$ cat src/intr_bus_pkg.sv
// Shared bus word, address, port bundle and state types for the interrupt unit bus interface
`default_nettype none

package intr_bus_pkg;

   // One data word as it travels on the shared bus
   typedef logic [31:0] bus_word_t;

   // Default cache line length in words, 16 bytes in total
   localparam int LINE_WORDS_DEF = 4;

   // Device field value that selects the keyboard
   localparam logic [2:0] KBD_DEVICE = 3'd0;

   // Decoded view of a bus address
   typedef struct packed {
      logic [10:0] upper;
      logic [2:0]  device;
      logic [1:0]  offset;
   } bus_addr_s;

   // Address is sent raw but decoded for the destination strobes
   typedef union packed {
      logic [15:0] raw;
      bus_addr_s   f;
   } bus_addr_u;

   // Everything this block drives towards the bus
   typedef struct packed {
      bus_word_t   d;
      logic [15:0] addr;
      logic [11:0] size;
      logic        rw;        // high for a write
      logic        ctrl_en;   // qualifies addr, size and rw
      logic        d_en;      // qualifies d
      logic        dest_dma;
      logic        dest_kbd;
   } bus_out_s;

   // Everything the other controllers drive towards this block
   typedef struct packed {
      bus_word_t d;
      logic      rw;
      logic      dest_dma;
      logic      dest_kbd;
   } bus_in_s;

   // One-hot controller states
   typedef enum logic [5:0] {
      IDLE    = 6'b00_0001,
      BUS_REQ = 6'b00_0010,
      MASTER  = 6'b00_0100,
      WRITE   = 6'b00_1000,
      SLAVE   = 6'b01_0000,
      READ    = 6'b10_0000
   } ctrl_state_e;

endpackage

`default_nettype wire

$ cat src/beat_counter.sv
// Word counter for a line transfer, gives the current word index and flags the last beat
`timescale 1ns/100ps
`default_nettype none

module beat_counter #(
   parameter  int LINE_WORDS = intr_bus_pkg::LINE_WORDS_DEF,
   localparam int IDX_W      = (LINE_WORDS > 1) ? $clog2(LINE_WORDS) : 1
) (
   input  logic             bus_clk,
   input  logic             rst,
   input  logic             load,
   input  logic             dec,
   output logic [IDX_W-1:0] beat_idx,
   output logic             last_beat
);

   localparam int CNT_W = $clog2(LINE_WORDS + 1);

   logic [CNT_W-1:0] remaining;
   logic [CNT_W-1:0] used_words;

   // Remaining words, loaded with a full line and counted down per beat
   always_ff @(posedge bus_clk) begin
      if (rst) begin
         remaining <= '0;
      end else if (load) begin
         remaining <= CNT_W'(LINE_WORDS);
      end else if (dec && (remaining != '0)) begin
         remaining <= remaining - 1'b1;
      end
   end

   // As the remaining count falls, the word position rises from zero
   assign used_words = CNT_W'(LINE_WORDS) - remaining;
   assign beat_idx   = used_words[IDX_W-1:0];

   // Only meaningful inside a data phase, so qualified by dec
   assign last_beat = dec & (remaining == CNT_W'(1));

endmodule

`default_nettype wire

$ cat src/bus_drive.sv
// Combinational bus driver, builds the outgoing word, control fields, enables and dest strobes
`timescale 1ns/100ps
`default_nettype none

module bus_drive #(
   parameter  int LINE_WORDS = intr_bus_pkg::LINE_WORDS_DEF,
   localparam int IDX_W      = (LINE_WORDS > 1) ? $clog2(LINE_WORDS) : 1
) (
   input  logic                                     drive_ctrl,
   input  logic                                     drive_data,
   input  logic [IDX_W-1:0]                         beat_idx,
   input  intr_bus_pkg::bus_addr_u                  mod_a,
   input  logic                                     mod_wr,
   input  intr_bus_pkg::bus_word_t [LINE_WORDS-1:0] mod_write_data,
   output intr_bus_pkg::bus_out_s                   bus_o
);
   import intr_bus_pkg::*;

   // Transfer size in bytes, always one full line
   localparam logic [11:0] LINE_BYTES = 12'(4 * LINE_WORDS);

   bus_word_t wr_word;
   logic      addr_is_kbd;

   // Low word goes out first, beat index walks up the line
   assign wr_word = mod_write_data[beat_idx];

   // Device field zero means keyboard, anything else goes to DMA/memory
   assign addr_is_kbd = (mod_a.f.device == KBD_DEVICE);

   always_comb begin
      bus_o = '0;

      // Master phase, address, size and direction
      if (drive_ctrl) begin
         bus_o.ctrl_en  = 1'b1;
         bus_o.addr     = mod_a.raw;
         bus_o.size     = LINE_BYTES;
         bus_o.rw       = mod_wr;
         bus_o.dest_kbd = addr_is_kbd;
         bus_o.dest_dma = ~addr_is_kbd;
      end

      // Write data phase
      if (drive_data) begin
         bus_o.d_en = 1'b1;
         bus_o.d    = wr_word;
      end
   end

endmodule

`default_nettype wire

$ cat src/intr_bus_ctrl_fsm.sv
// Bus interface control FSM, sequences request, master, write, slave and read phases
`timescale 1ns/100ps
`default_nettype none

module intr_bus_ctrl_fsm (
   input  logic                      bus_clk,
   input  logic                      rst,
   input  logic                      mod_en,
   input  logic                      mod_wr,
   input  logic                      bg,
   input  logic                      ack_in,
   input  logic                      dest_in,
   input  logic                      last_beat,
   output logic                      br,
   output logic                      ack_out,
   output logic                      load,
   output logic                      dec,
   output logic                      capture,
   output logic                      drive_ctrl,
   output logic                      drive_data,
   output logic                      pending,
   output intr_bus_pkg::ctrl_state_e state
);
   import intr_bus_pkg::*;

   ctrl_state_e next_state;
   logic        req_valid;
   logic        read_posted;
   logic        read_done;

   // A new work request is ignored while a read reply is outstanding
   assign req_valid = mod_en & ~pending;

   always_ff @(posedge bus_clk) begin
      if (rst) begin
         state <= IDLE;
      end else begin
         state <= next_state;
      end
   end

   always_comb begin
      next_state = state;
      case (state)
         IDLE: begin
            // Incoming slave transfer has priority over our own request
            if (dest_in) begin
               next_state = SLAVE;
            end else if (req_valid) begin
               next_state = BUS_REQ;
            end
         end
         BUS_REQ: begin
            if (bg) begin
               next_state = MASTER;
            end
         end
         MASTER: begin
            if (ack_in) begin
               next_state = mod_wr ? WRITE : IDLE;
            end
         end
         WRITE: begin
            if (last_beat) begin
               next_state = IDLE;
            end
         end
         SLAVE: begin
            next_state = READ;
         end
         READ: begin
            if (last_beat) begin
               next_state = IDLE;
            end
         end
         default: begin
            next_state = IDLE;
         end
      endcase
   end

   // Read request accepted by memory, reply will come back as a slave transfer
   assign read_posted = (state == MASTER) & ack_in & ~mod_wr;
   assign read_done   = (state == READ) & last_beat;

   always_ff @(posedge bus_clk) begin
      if (rst) begin
         pending <= 1'b0;
      end else if (read_posted) begin
         pending <= 1'b1;
      end else if (read_done) begin
         pending <= 1'b0;
      end
   end

   // State decode into strobes
   assign br         = (state == BUS_REQ);
   assign ack_out    = (state == SLAVE);
   assign drive_ctrl = (state == MASTER);
   assign drive_data = (state == WRITE);
   assign capture    = (state == READ);

   // Counter is armed before a data phase and stepped during it
   assign load = (state == MASTER) | (state == SLAVE);
   assign dec  = drive_data | capture;

endmodule

`default_nettype wire

$ cat src/intr_bus_top.sv
// Top level of the interrupt unit bus interface, connects the control FSM to the datapath
`timescale 1ns/100ps
`default_nettype none

module intr_bus_top #(
   parameter int LINE_WORDS = intr_bus_pkg::LINE_WORDS_DEF
) (
   input  logic                                     bus_clk,
   input  logic                                     rst,
   // Shared bus
   output intr_bus_pkg::bus_out_s                   bus_o,
   input  intr_bus_pkg::bus_in_s                    bus_i,
   // Arbiter and other controllers
   output logic                                     br,
   input  logic                                     bg,
   output logic                                     ack_out,
   input  logic                                     ack_in,
   // Work unit
   input  logic                                     mod_en,
   input  logic                                     mod_wr,
   input  intr_bus_pkg::bus_addr_u                  mod_a,
   input  intr_bus_pkg::bus_word_t [LINE_WORDS-1:0] mod_write_data,
   output intr_bus_pkg::bus_word_t [LINE_WORDS-1:0] mod_read_data,
   output logic                                     mod_r,
   output logic                                     interrupt
);

   localparam int IDX_W = (LINE_WORDS > 1) ? $clog2(LINE_WORDS) : 1;

   logic             dest_in;
   logic             load;
   logic             dec;
   logic             capture;
   logic             drive_ctrl;
   logic             drive_data;
   logic             pending;
   logic             last_beat;
   logic [IDX_W-1:0] beat_idx;

   // Either destination strobe means another master is addressing us
   assign dest_in = bus_i.dest_dma | bus_i.dest_kbd;

   intr_bus_ctrl_fsm i_ctrl_fsm (
      .bus_clk    (bus_clk),
      .rst        (rst),
      .mod_en     (mod_en),
      .mod_wr     (mod_wr),
      .bg         (bg),
      .ack_in     (ack_in),
      .dest_in    (dest_in),
      .last_beat  (last_beat),
      .br         (br),
      .ack_out    (ack_out),
      .load       (load),
      .dec        (dec),
      .capture    (capture),
      .drive_ctrl (drive_ctrl),
      .drive_data (drive_data),
      .pending    (pending),
      .state      ()
   );

   beat_counter #(.LINE_WORDS(LINE_WORDS)) i_beat_counter (
      .bus_clk   (bus_clk),
      .rst       (rst),
      .load      (load),
      .dec       (dec),
      .beat_idx  (beat_idx),
      .last_beat (last_beat)
   );

   read_buffer #(.LINE_WORDS(LINE_WORDS)) i_read_buffer (
      .bus_clk   (bus_clk),
      .rst       (rst),
      .capture   (capture),
      .beat_idx  (beat_idx),
      .last_beat (last_beat),
      .d_in      (bus_i.d),
      .line      (mod_read_data),
      .mod_r     (mod_r)
   );

   bus_drive #(.LINE_WORDS(LINE_WORDS)) i_bus_drive (
      .drive_ctrl     (drive_ctrl),
      .drive_data     (drive_data),
      .beat_idx       (beat_idx),
      .mod_a          (mod_a),
      .mod_wr         (mod_wr),
      .mod_write_data (mod_write_data),
      .bus_o          (bus_o)
   );

   intr_detect i_intr_detect (
      .bus_clk   (bus_clk),
      .rst       (rst),
      .dest_in   (dest_in),
      .pending   (pending),
      .interrupt (interrupt)
   );

endmodule

`default_nettype wire

$ cat src/intr_detect.sv
// Interrupt generator, one pulse when a line arrives that was not requested
`timescale 1ns/100ps
`default_nettype none

module intr_detect (
   input  logic bus_clk,
   input  logic rst,
   input  logic dest_in,
   input  logic pending,
   output logic interrupt
);

   logic       unsolicited;
   logic [1:0] hist;

   // We are addressed as slave with no read outstanding
   assign unsolicited = dest_in & ~pending;

   always_ff @(posedge bus_clk) begin
      if (rst) begin
         hist      <= 2'b00;
         interrupt <= 1'b0;
      end else begin
         hist      <= {hist[0], unsolicited};
         // Rising edge of the history gives a single pulse
         interrupt <= hist[0] & ~hist[1];
      end
   end

endmodule

`default_nettype wire

$ cat src/read_buffer.sv
// Line buffer filled from the bus during a slave read, plus the registered done pulse
`timescale 1ns/100ps
`default_nettype none

module read_buffer #(
   parameter  int LINE_WORDS = intr_bus_pkg::LINE_WORDS_DEF,
   localparam int IDX_W      = (LINE_WORDS > 1) ? $clog2(LINE_WORDS) : 1
) (
   input  logic                                         bus_clk,
   input  logic                                         rst,
   input  logic                                         capture,
   input  logic [IDX_W-1:0]                             beat_idx,
   input  logic                                         last_beat,
   input  intr_bus_pkg::bus_word_t                      d_in,
   output intr_bus_pkg::bus_word_t [LINE_WORDS-1:0]     line,
   output logic                                         mod_r
);

   logic write_done;
   logic read_done;

   // Word slot picked by the beat index, other slots hold
   always_ff @(posedge bus_clk) begin
      if (rst) begin
         line <= '0;
      end else if (capture) begin
         line[beat_idx] <= d_in;
      end
   end

   // last_beat only rises inside a data phase, capture tells read from write
   assign write_done = last_beat & ~capture;
   assign read_done  = last_beat & capture;

   // Done pulse lands one cycle after the final word
   always_ff @(posedge bus_clk) begin
      if (rst) begin
         mod_r <= 1'b0;
      end else begin
         mod_r <= write_done | read_done;
      end
   end

endmodule

`default_nettype wire

$ cat config.mk
export PLATFORM = sky130hd
export DESIGN_NAME = intr_bus_top
export DESIGN_NICKNAME = d
export VERILOG_FILES = /design/src/intr_bus_pkg.sv /design/src/beat_counter.sv /design/src/bus_drive.sv /design/src/intr_bus_ctrl_fsm.sv /design/src/intr_bus_top.sv /design/src/intr_detect.sv /design/src/read_buffer.sv
export SDC_FILE = /design/constraint.sdc
export NUM_CORES = 1
export LEC_CHECK = 0
export ABC_AREA = 1
export BUFFER_PORTS_ARGS = -buffer_cell sky130_fd_sc_hd__buf_2
export CELL_PAD_IN_SITES_DETAIL_PLACEMENT = 0
export CELL_PAD_IN_SITES_GLOBAL_PLACEMENT = 1
export CORE_ASPECT_RATIO = 0.5
export CORE_MARGIN = 10
export CORE_UTILIZATION = 31
export DETAILED_ROUTE_END_ITERATION = 8
export PLACE_DENSITY = 0.78
export SLEW_MARGIN = 20
export SYNTH_ARGS = -nofsm -noshare
export SYNTH_HDL_FRONTEND = slang
export SYNTH_HIERARCHICAL = 1
export SYNTH_SLANG_ARGS = --single-unit
$ cat constraint.sdc
create_clock -name bus_clk -period 2.2 [get_ports bus_clk]
set_input_delay 0.44 -clock bus_clk [delete_from_list [all_inputs] [get_ports bus_clk]]
set_output_delay 0.44 -clock bus_clk [all_outputs]
set_load 0.02 [all_outputs]
==> impl_metrics.py, run 1 <==
metrics = {
    "timing": {
        "period_minus_slack_ns": 2.223,
        "drv_slew": 0,
        "final.period_utilization_pct": 101.0,
        "worst_slack_ns": -0.02282,
        "skew_ns": 0.01264,
        "max_freq_mhz": 449.9,
        "setup_violations": 15,
        "rsz0062_at_grt": "yes",
        "setup-tns-final_ns": -0.1731,
        "timing_hold_violations_final": 0,
    },
    "setup_path": {
        "cp.required_ns": 1.76,
        "cp.arrival_ns": 1.78,
        "end_kind": "primary output",
        "start_kind": "flop",
        "path_max_fanout": 7,
        "rrSetupSlack_ns": 0.21,
        "path_class": "flop to primary output",
    },
    "final_layout": {
        "final_cell_mix": "nand2_1 (368), buf_2 (337), inv_1 (297)",
        "final_common_cell": "nand2_1",
        "area_growth_pct": 43.77,
        "final_util_pct": 45.20,
        "drive_gt1_share_pct": 33.85,
        "antennaDiodeCount": 0,
        "nNetsFinal": 1924,
        "n_fill_cell": 2834,
    },
    "clocking": {
        "cts_tree": "done",
        "path_clk_slew_ns": 0.06,
        "clockRootBuffer": "clkbuf_16",
        "h-tree-depth": 4,
        "cts_hold_repair.buffers": 0,
        "cts_buffers": 17,
        "clk_latency_ns": 0.42,
        "clock_path_buffers": 2,
        "cts.sinks": 142,
    },
    "routing": {
        "wl_per_cell_um": 14.94,
        "firstDrtPassIters": 7,
        "antenna_left": 0,
        "drc": 0,
        "drt_wl_total_um": 31390,
        "drt_iter0_drc": 422,
        "vias_per_cell": 4.142,
        "dr_total_vias": 8703,
    },
    "logic_synthesis": {
        "syn_avg_cell_area_sq_um": 6.031,
        "yosys_warnings": 6,
        "yosysUniqueCellTypes": 31,
        "seq_area_frac_synth_pct": 34.28,
        "synth_seq_cells": 142,
        "synthCells": 1375,
        "syn_area_sq_mm": 0.008293,
    },
    "power": {
        "powerDensity_mw_per_mm2": 553.9,
        "peakVddDrop_uv": 355.4,
        "power_mw": 6.603,
        "p_leak_nw": 7.170,
    },
    "min_path": {
        "hp-class": "input pin to flop",
    },
    "floorplanning": {
        "start_util_pct": 31.44,
        "num_rows": 42,
        "coreArea_sq_mm": 0.02638,
        "dieArea_sq_mm": 0.03409,
        "dieWidth_um": 251.3,
        "io_pins": 382,
        "die_h_um": 135.7,
    },
    "outcome": {
        "outcome": "complete, but fails checks",
        "violations": "setup timing",
    },
    "global_routing": {
        "antenna_found_initial": 0,
        "gr-total-overflow": 0,
        "grtUsageTotal_pct": 17.40,
        "grt_start_max_net_pins": 65,
        "grt_pass1_wl_um": 47170,
        "grt_pass1_vias": 7991,
    },
    "place": {
        "hpwl_um": 22580,
        "io_buffers": 369,
        "gp_congestion": 0.8046,
    },
    "run": {
        "drv_cap": 0,
    },
}
## critical path, cell delays in order (launching register included)
cell       delay (ns)
dfxtp_4          0.38
inv_4            0.04
ha_4             0.23
buf_12           0.14
buf_12           0.14
clkinv_16        0.07
nand3_4          0.06
a21oi_2          0.16
buf_6            0.14
## worst paths after layout
| check | startpoint | cells past startpoint | to |
|---|---|---|---|
| worst max register to register | i_beat_counter/remaining[0] | 11 | i_read_buffer/line[62] |
| worst max-delay path | i_beat_counter/remaining[0] | 8 | bus_o[39] |
| worst min register to register | i_intr_detect/hist[1] | 1 | i_intr_detect/interrupt |
| worst min-delay path | bus_i[9] | 3 | i_read_buffer/line[38] |
## per-stage QoR
step	cells	hold slack, ns	instance area [sq um]	setup WS (ns)
finish	2101	0.3011	11920	-0.02282
global route	2101	0.2919	11920	-0.1155
CTS	2095	0.2817	11680	-0.06760
detailed placement	2044	0.3920	10420	0.1620
global placement	2044	0.3844	10420	0.1715
floorplan	1385	0.3823	8330	0.07513
## layer usage
layer | up-vias | track usage, % | share of wire, %
met5 | - | 0 | 0
met4 | 0 | 3.815 | 1.0
met3 | 19 | 3.811 | 4.4
met2 | 170 | 31.82 | 51
met1 | 3837 | 20.58 | 43
li1 | 4677 | - | -
## registers in the layout (all words and copies together) (netlist names)
register and count:
i_read_buffer/mod_r 1, i_intr_detect/hist 2, i_ctrl_fsm/state 6, i_intr_detect/interrupt 1, i_beat_counter/remaining 3, i_read_buffer/line 128
i_ctrl_fsm/pending 1
## final cells by class
| class | count | area (sq um) | share of cell area [%] |
|---|---|---|---|
| inverter | 309 | 1180 | 9.896 |
| timing repair buffer | 414 | 2710 | 22.73 |
| clock buffer | 21 | 450.4 | 3.778 |
| clock inverter | 11 | 110.1 | 0.9235 |
| timing repair inverter | 3 | 55.05 | 0.4617 |
| multi-input combinational | 849 | 4123 | 34.58 |
| sequential | 142 | 2854 | 23.94 |
| tap | 352 | 440.4 | 3.694 |
## logic make-up (layout without fill, tap and decap cells)
kind of cell / count (synthesis) / after routing / synth area share [%]
AND/OR/NAND/NOR: 765 / 765 / 39.86
buffers and inverters: 394 / 758 / 20.05
flip-flops: 142 / 142 / 34.28
AO/OA/AOI/OAI: 70 / 70 / 5.311
adder cells (fa/ha/maj): 3 / 3 / 0.4527
other: 1 / 11 / 0.04522
## synthesized netlist by cell type
master,instances,area [sq um]
a21boi_4,1,18.77
a21oi_1,47,235.2
a21oi_2,20,175.2
buf_1,8,30.03
buf_2,41,205.2
buf_4,16,120.1
buf_6,9,101.4
clkbuf_1,11,41.29
clkinv_4,1,8.760
conb_1,1,3.750
dfxtp_1,142,2843
ha_1,3,37.54
inv_1,302,1134
inv_2,6,22.52
nand2_1,368,1381
nand2_2,22,137.6
nand2_4,3,33.78
nand3_1,84,420.4
nand3_2,25,250.2
nand3_4,1,17.52
nand4_1,3,18.77
nand4_2,1,12.51
nor2_1,242,908.4
nor2_2,7,43.79
nor2_4,3,33.78
nor3_1,2,10.01
nor3b_2,2,25.02
nor4_1,1,6.260
o21ai_0,1,5.000
o22ai_1,1,6.260
or2_2,1,6.260
## report_power, final
| part | internal (mW) | total (mW) | switching (mW) | leakage, nW |
|---|---|---|---|---|
| registers | 2.65 | 2.71 | 0.0609 | 1.15 |
| clock network | 1.60 | 2.75 | 1.15 | 0.265 |
| logic | 0.474 | 1.14 | 0.670 | 5.76 |
## timing repair
item,4_1_cts,5_1_grt
gates resized for setup,110,38
endpoints found under the setup margin,52,50
gates cloned,7,1
pin swaps,41,29
buffers inserted,12,5
(Power assumes the default switching activity.)
==> inputs of run 2 (changes only) <==
--- a/config.mk
+++ b/config.mk
@@ -5,13 +5,13 @@
 export SDC_FILE = /design/constraint.sdc
 export NUM_CORES = 1
 export LEC_CHECK = 0
-export ABC_AREA = 1
+export ABC_AREA = 0
 export BUFFER_PORTS_ARGS = -buffer_cell sky130_fd_sc_hd__buf_2
 export CELL_PAD_IN_SITES_DETAIL_PLACEMENT = 0
 export CELL_PAD_IN_SITES_GLOBAL_PLACEMENT = 1
 export CORE_ASPECT_RATIO = 0.5
 export CORE_MARGIN = 10
-export CORE_UTILIZATION = 31
+export CORE_UTILIZATION = 33
 export DETAILED_ROUTE_END_ITERATION = 8
 export PLACE_DENSITY = 0.78
 export SLEW_MARGIN = 20
==> run 2 against run 1 <==
  * The run still ends with setup timing left
  * Critical path depth down 2
  * First-iteration DRC count down 40%
  * Clock skew down 0.0047 ns
  * Maximum frequency down 17%
  * Register-to-register slack worse by 0.11 ns
  * Worst setup slack worse by 0.47 ns
  * Global-route usage down 0.096 points
  * Synthesized cell count down 50%
  * Die area down 17%
  * Core utilization up 7.5 points
  * Total power down 7.9%
  * Area after synthesis down 14%
  * Critical path type unchanged
  * Critical endpoint is now bus_o[37]
  * Highest routed layer unchanged
==> impl_metrics.py, run 2 <==
metrics = {
    "logic_synthesis": {
        "yosysTopAreaCell": "dfxtp_1",
        "synth_most_common_cell": "mux2i_1",
        "synth-edff-count": 0,
        "synth_seq_cells": 142,
        "synthCells": 692,
        "seq_area_frac_synth_pct": 39.99,
        "netlist.area_leader.share_pct": 39.99,
        "synth-async-reset-ratio_pct": 0,
        "synth_common_cells": "mux2i_1 (192), nand2b_1 (163), dfxtp_1 (142)",
        "ys_dominant_reg_cell": "dfxtp_1",
        "synth.area.top_cells": "dfxtp_1 (40%), mux2i_1 (27%), nand2b_1 (14%), o22ai_1 (2.8%), buf_4 (2.2%)",
        "yosysUniqueCellTypes": 50,
        "syn_area_sq_mm": 0.007109,
        "syn_avg_cell_area_sq_um": 10.27,
        "yosys_warnings": 6,
    },
    "setup_path": {
        "path_max_fanout": 12,
        "cp.arrival_ns": 2.25,
        "path_class": "flop to primary output",
        "rr_worst_depth": 10,
        "r2r_start": "i_ctrl_fsm/state[5]",
        "r2r-end": "i_beat_counter/remaining[0]",
        "cp.required_ns": 1.76,
        "rrSetupSlack_ns": 0.10,
        "end_kind": "primary output",
        "start_kind": "flop",
    },
    "global_routing": {
        "grt_pass1_wl_um": 38030,
        "antenna_found_initial": 4,
        "grt_pass1_vias": 6654,
        "grtUsageTotal_pct": 17.30,
        "gr-total-overflow": 0,
        "grt_start_max_net_pins": 52,
    },
    "routing": {
        "drt_wl_total_um": 26870,
        "dr_total_vias": 6382,
        "drc": 0,
        "antenna_left": 0,
        "firstDrtPassIters": 5,
        "vias_per_cell": 4.686,
        "drt_iter0_drc": 254,
        "wl_per_cell_um": 19.73,
    },
    "clocking": {
        "h-tree-depth": 4,
        "cts_tree": "done",
        "clk_latency_ns": 0.41,
        "clock_path_buffers": 2,
        "cts.sinks": 142,
        "cts_hold_repair.buffers": 0,
        "path_clk_slew_ns": 0.06,
        "clockRootBuffer": "clkbuf_16",
        "cts_buffers": 17,
    },
    "power": {
        "p_int_mw": 4.681,
        "peakVddDrop_uv": 454.5,
        "seq_power_share_pct": 43.0,
        "clock_power_share_pct": 46.7,
        "power_mw": 6.085,
        "powerDensity_mw_per_mm2": 553.8,
        "p_leak_nw": 5.339,
        "p_comb_share_pct": 10.3,
        "netSwitchingFraction_pct": 23.06,
        "power.switching_mw": 1.403,
    },
    "floorplanning": {
        "dieWidth_um": 227.6,
        "num_rows": 37,
        "io_pins": 382,
        "coreArea_sq_mm": 0.02083,
        "die_h_um": 123.8,
        "dieArea_sq_mm": 0.02817,
        "start_util_pct": 34.13,
    },
    "min_path": {
        "worstHoldPathCells": 2,
        "hp-class": "input pin to flop",
        "min_from": "mod_wr",
        "hold-path-endpoint": "i_ctrl_fsm/state[3]",
    },
    "final_layout": {
        "nNetsFinal": 1262,
        "drive_gt1_share_pct": 47.93,
        "n_fill_cell": 1876,
        "largest_reg_flops": 128,
        "final_common_cell": "buf_2",
        "final_cell_mix": "buf_2 (312), mux2i_1 (192), nand2b_1 (163)",
        "design_area_sq_mm": 0.01099,
        "area_growth_pct": 54.56,
        "instances_no_fill": 1362,
        "regMostFlops": "i_read_buffer/line",
        "largest_registers": "i_read_buffer/line: 128 flops, i_ctrl_fsm/state: 6 flops, i_beat_counter/remaining: 3 flops",
    },
    "timing": {
        "final.period_utilization_pct": 122.3,
        "worst_slack_ns": -0.4912,
        "max_freq_mhz": 371.6,
        "rsz0062_at_grt": "yes",
        "setup_violations": 54,
        "hold_ws_ns": 0.3330,
        "skew_ns": 0.007976,
        "drv_slew": 0,
        "timing_hold_violations_final": 0,
        "period_minus_slack_ns": 2.691,
    },
    "place": {
        "dp_cells": 1316,
        "gp_congestion": 0.8788,
        "dpl_cell_area_sq_mm": 0.009814,
        "hpwl_um": 20810,
        "io_buffers": 369,
    },
    "outcome": {
        "violations": "setup timing",
        "outcome": "complete, but fails checks",
    },
    "run": {
        "drv_cap": 0,
    },
}
## run 2: cell count changes after synthesis, sizes merged, moves of 66 or more
cell	delta
nand3	-106
nor2	-245
inv	-301
a21oi	-66
mux2i	+192
nand2b	+164
nand2	-390
## run 2: critical path, cell delays in order (launching register included)
cell and delay [ns]:
dfxtp_1 0.33, or4_4 0.53, nor3_4 0.13, or2b_4 0.35, buf_12 0.19, o22ai_4 0.16, buf_6 0.14
## run 2: cell type report
type                    instances  area, sq um  area share [%]
diodes                          4        10.01         0.09110
clock inverters                11        145.1           1.321
inverters                       7        26.28          0.2391
flip-flops and latches        142         2844           25.88
multi-input cells             487         4392           39.97
clock buffers                  19        432.9           3.940
repair buffers                419         2796           25.45
well taps                     273        341.6           3.109
## run 2: cell families (layout without fill, tap and decap cells)
family                   after synthesis  in the layout  synth area share (%)
AND/OR/NAND/NOR                      234            234                 20.96
other                                  1             15               0.05275
AO/OA/AOI/OAI                         46             46                 4.593
adder cells (fa/ha/maj)                3              3                0.5280
buffers and inverters                 73            456                 6.723
multiplexers                         192            192                 27.03
XOR/XNOR                               1              1                0.1232
flip-flops                           142            142                 39.99
## run 2: how the worst max path moves through the flow
stage / cells past startpoint / end / from / slack [ns]
CTS: 6 / bus_o[39] / i_ctrl_fsm/state[5] / -0.52
global placement: 6 / bus_o[46] / i_ctrl_fsm/state[5] / -0.07
global route: 6 / bus_o[36] / i_ctrl_fsm/state[5] / -0.58
finish: 6 / bus_o[37] / i_ctrl_fsm/state[0] / -0.49
floorplan: 6 / bus_o[44] / i_ctrl_fsm/state[5] / -0.06
detailed placement: 6 / bus_o[39] / i_ctrl_fsm/state[5] / -0.09
## run 2: what timing repair did
item	CTS	global route
endpoints found under the hold margin	0	0
resized for setup	69	74
pin swaps	0	2
gates cloned	0	3
endpoints found under the setup margin	56	56
setup buffers	1	8
## run 2: per-layer routing
metal / GRT usage [%] / vias to the layer above / share of wire (%)
met1: 18.29 / 3031 / 38
met5: 0 / - / 0
met2: 32.63 / 186 / 53
li1: - / 3133 / -
met3: 4.786 / 32 / 6.9
met4: 6.496 / 0 / 2.0
## run 2: power by group through the flow
stage / Clock [mW] / Combinational, mW / Sequential [mW]
3_3_place_gp: 0 / 0.573 / 2.67
6_report: 2.84 / 0.625 / 2.62
3_5_place_dp: 0 / 0.582 / 2.67
5_1_grt: 3.02 / 0.680 / 2.62
4_1_cts: 2.91 / 0.590 / 2.61
2_1_floorplan: 0 / 0.329 / 2.68
## run 2: per-stage QoR
step	setup WS, ns	utilization, %	TNS (ns)
5_1_grt	-0.5819	52.74	-23.27
4_1_cts	-0.5164	51.00	-20.24
2_1_floorplan	-0.05843	-	-1.585
6_report	-0.4912	52.74	-18.74
3_3_place_gp	-0.07027	47.11	-1.705
3_5_place_dp	-0.09301	47.11	-2.382
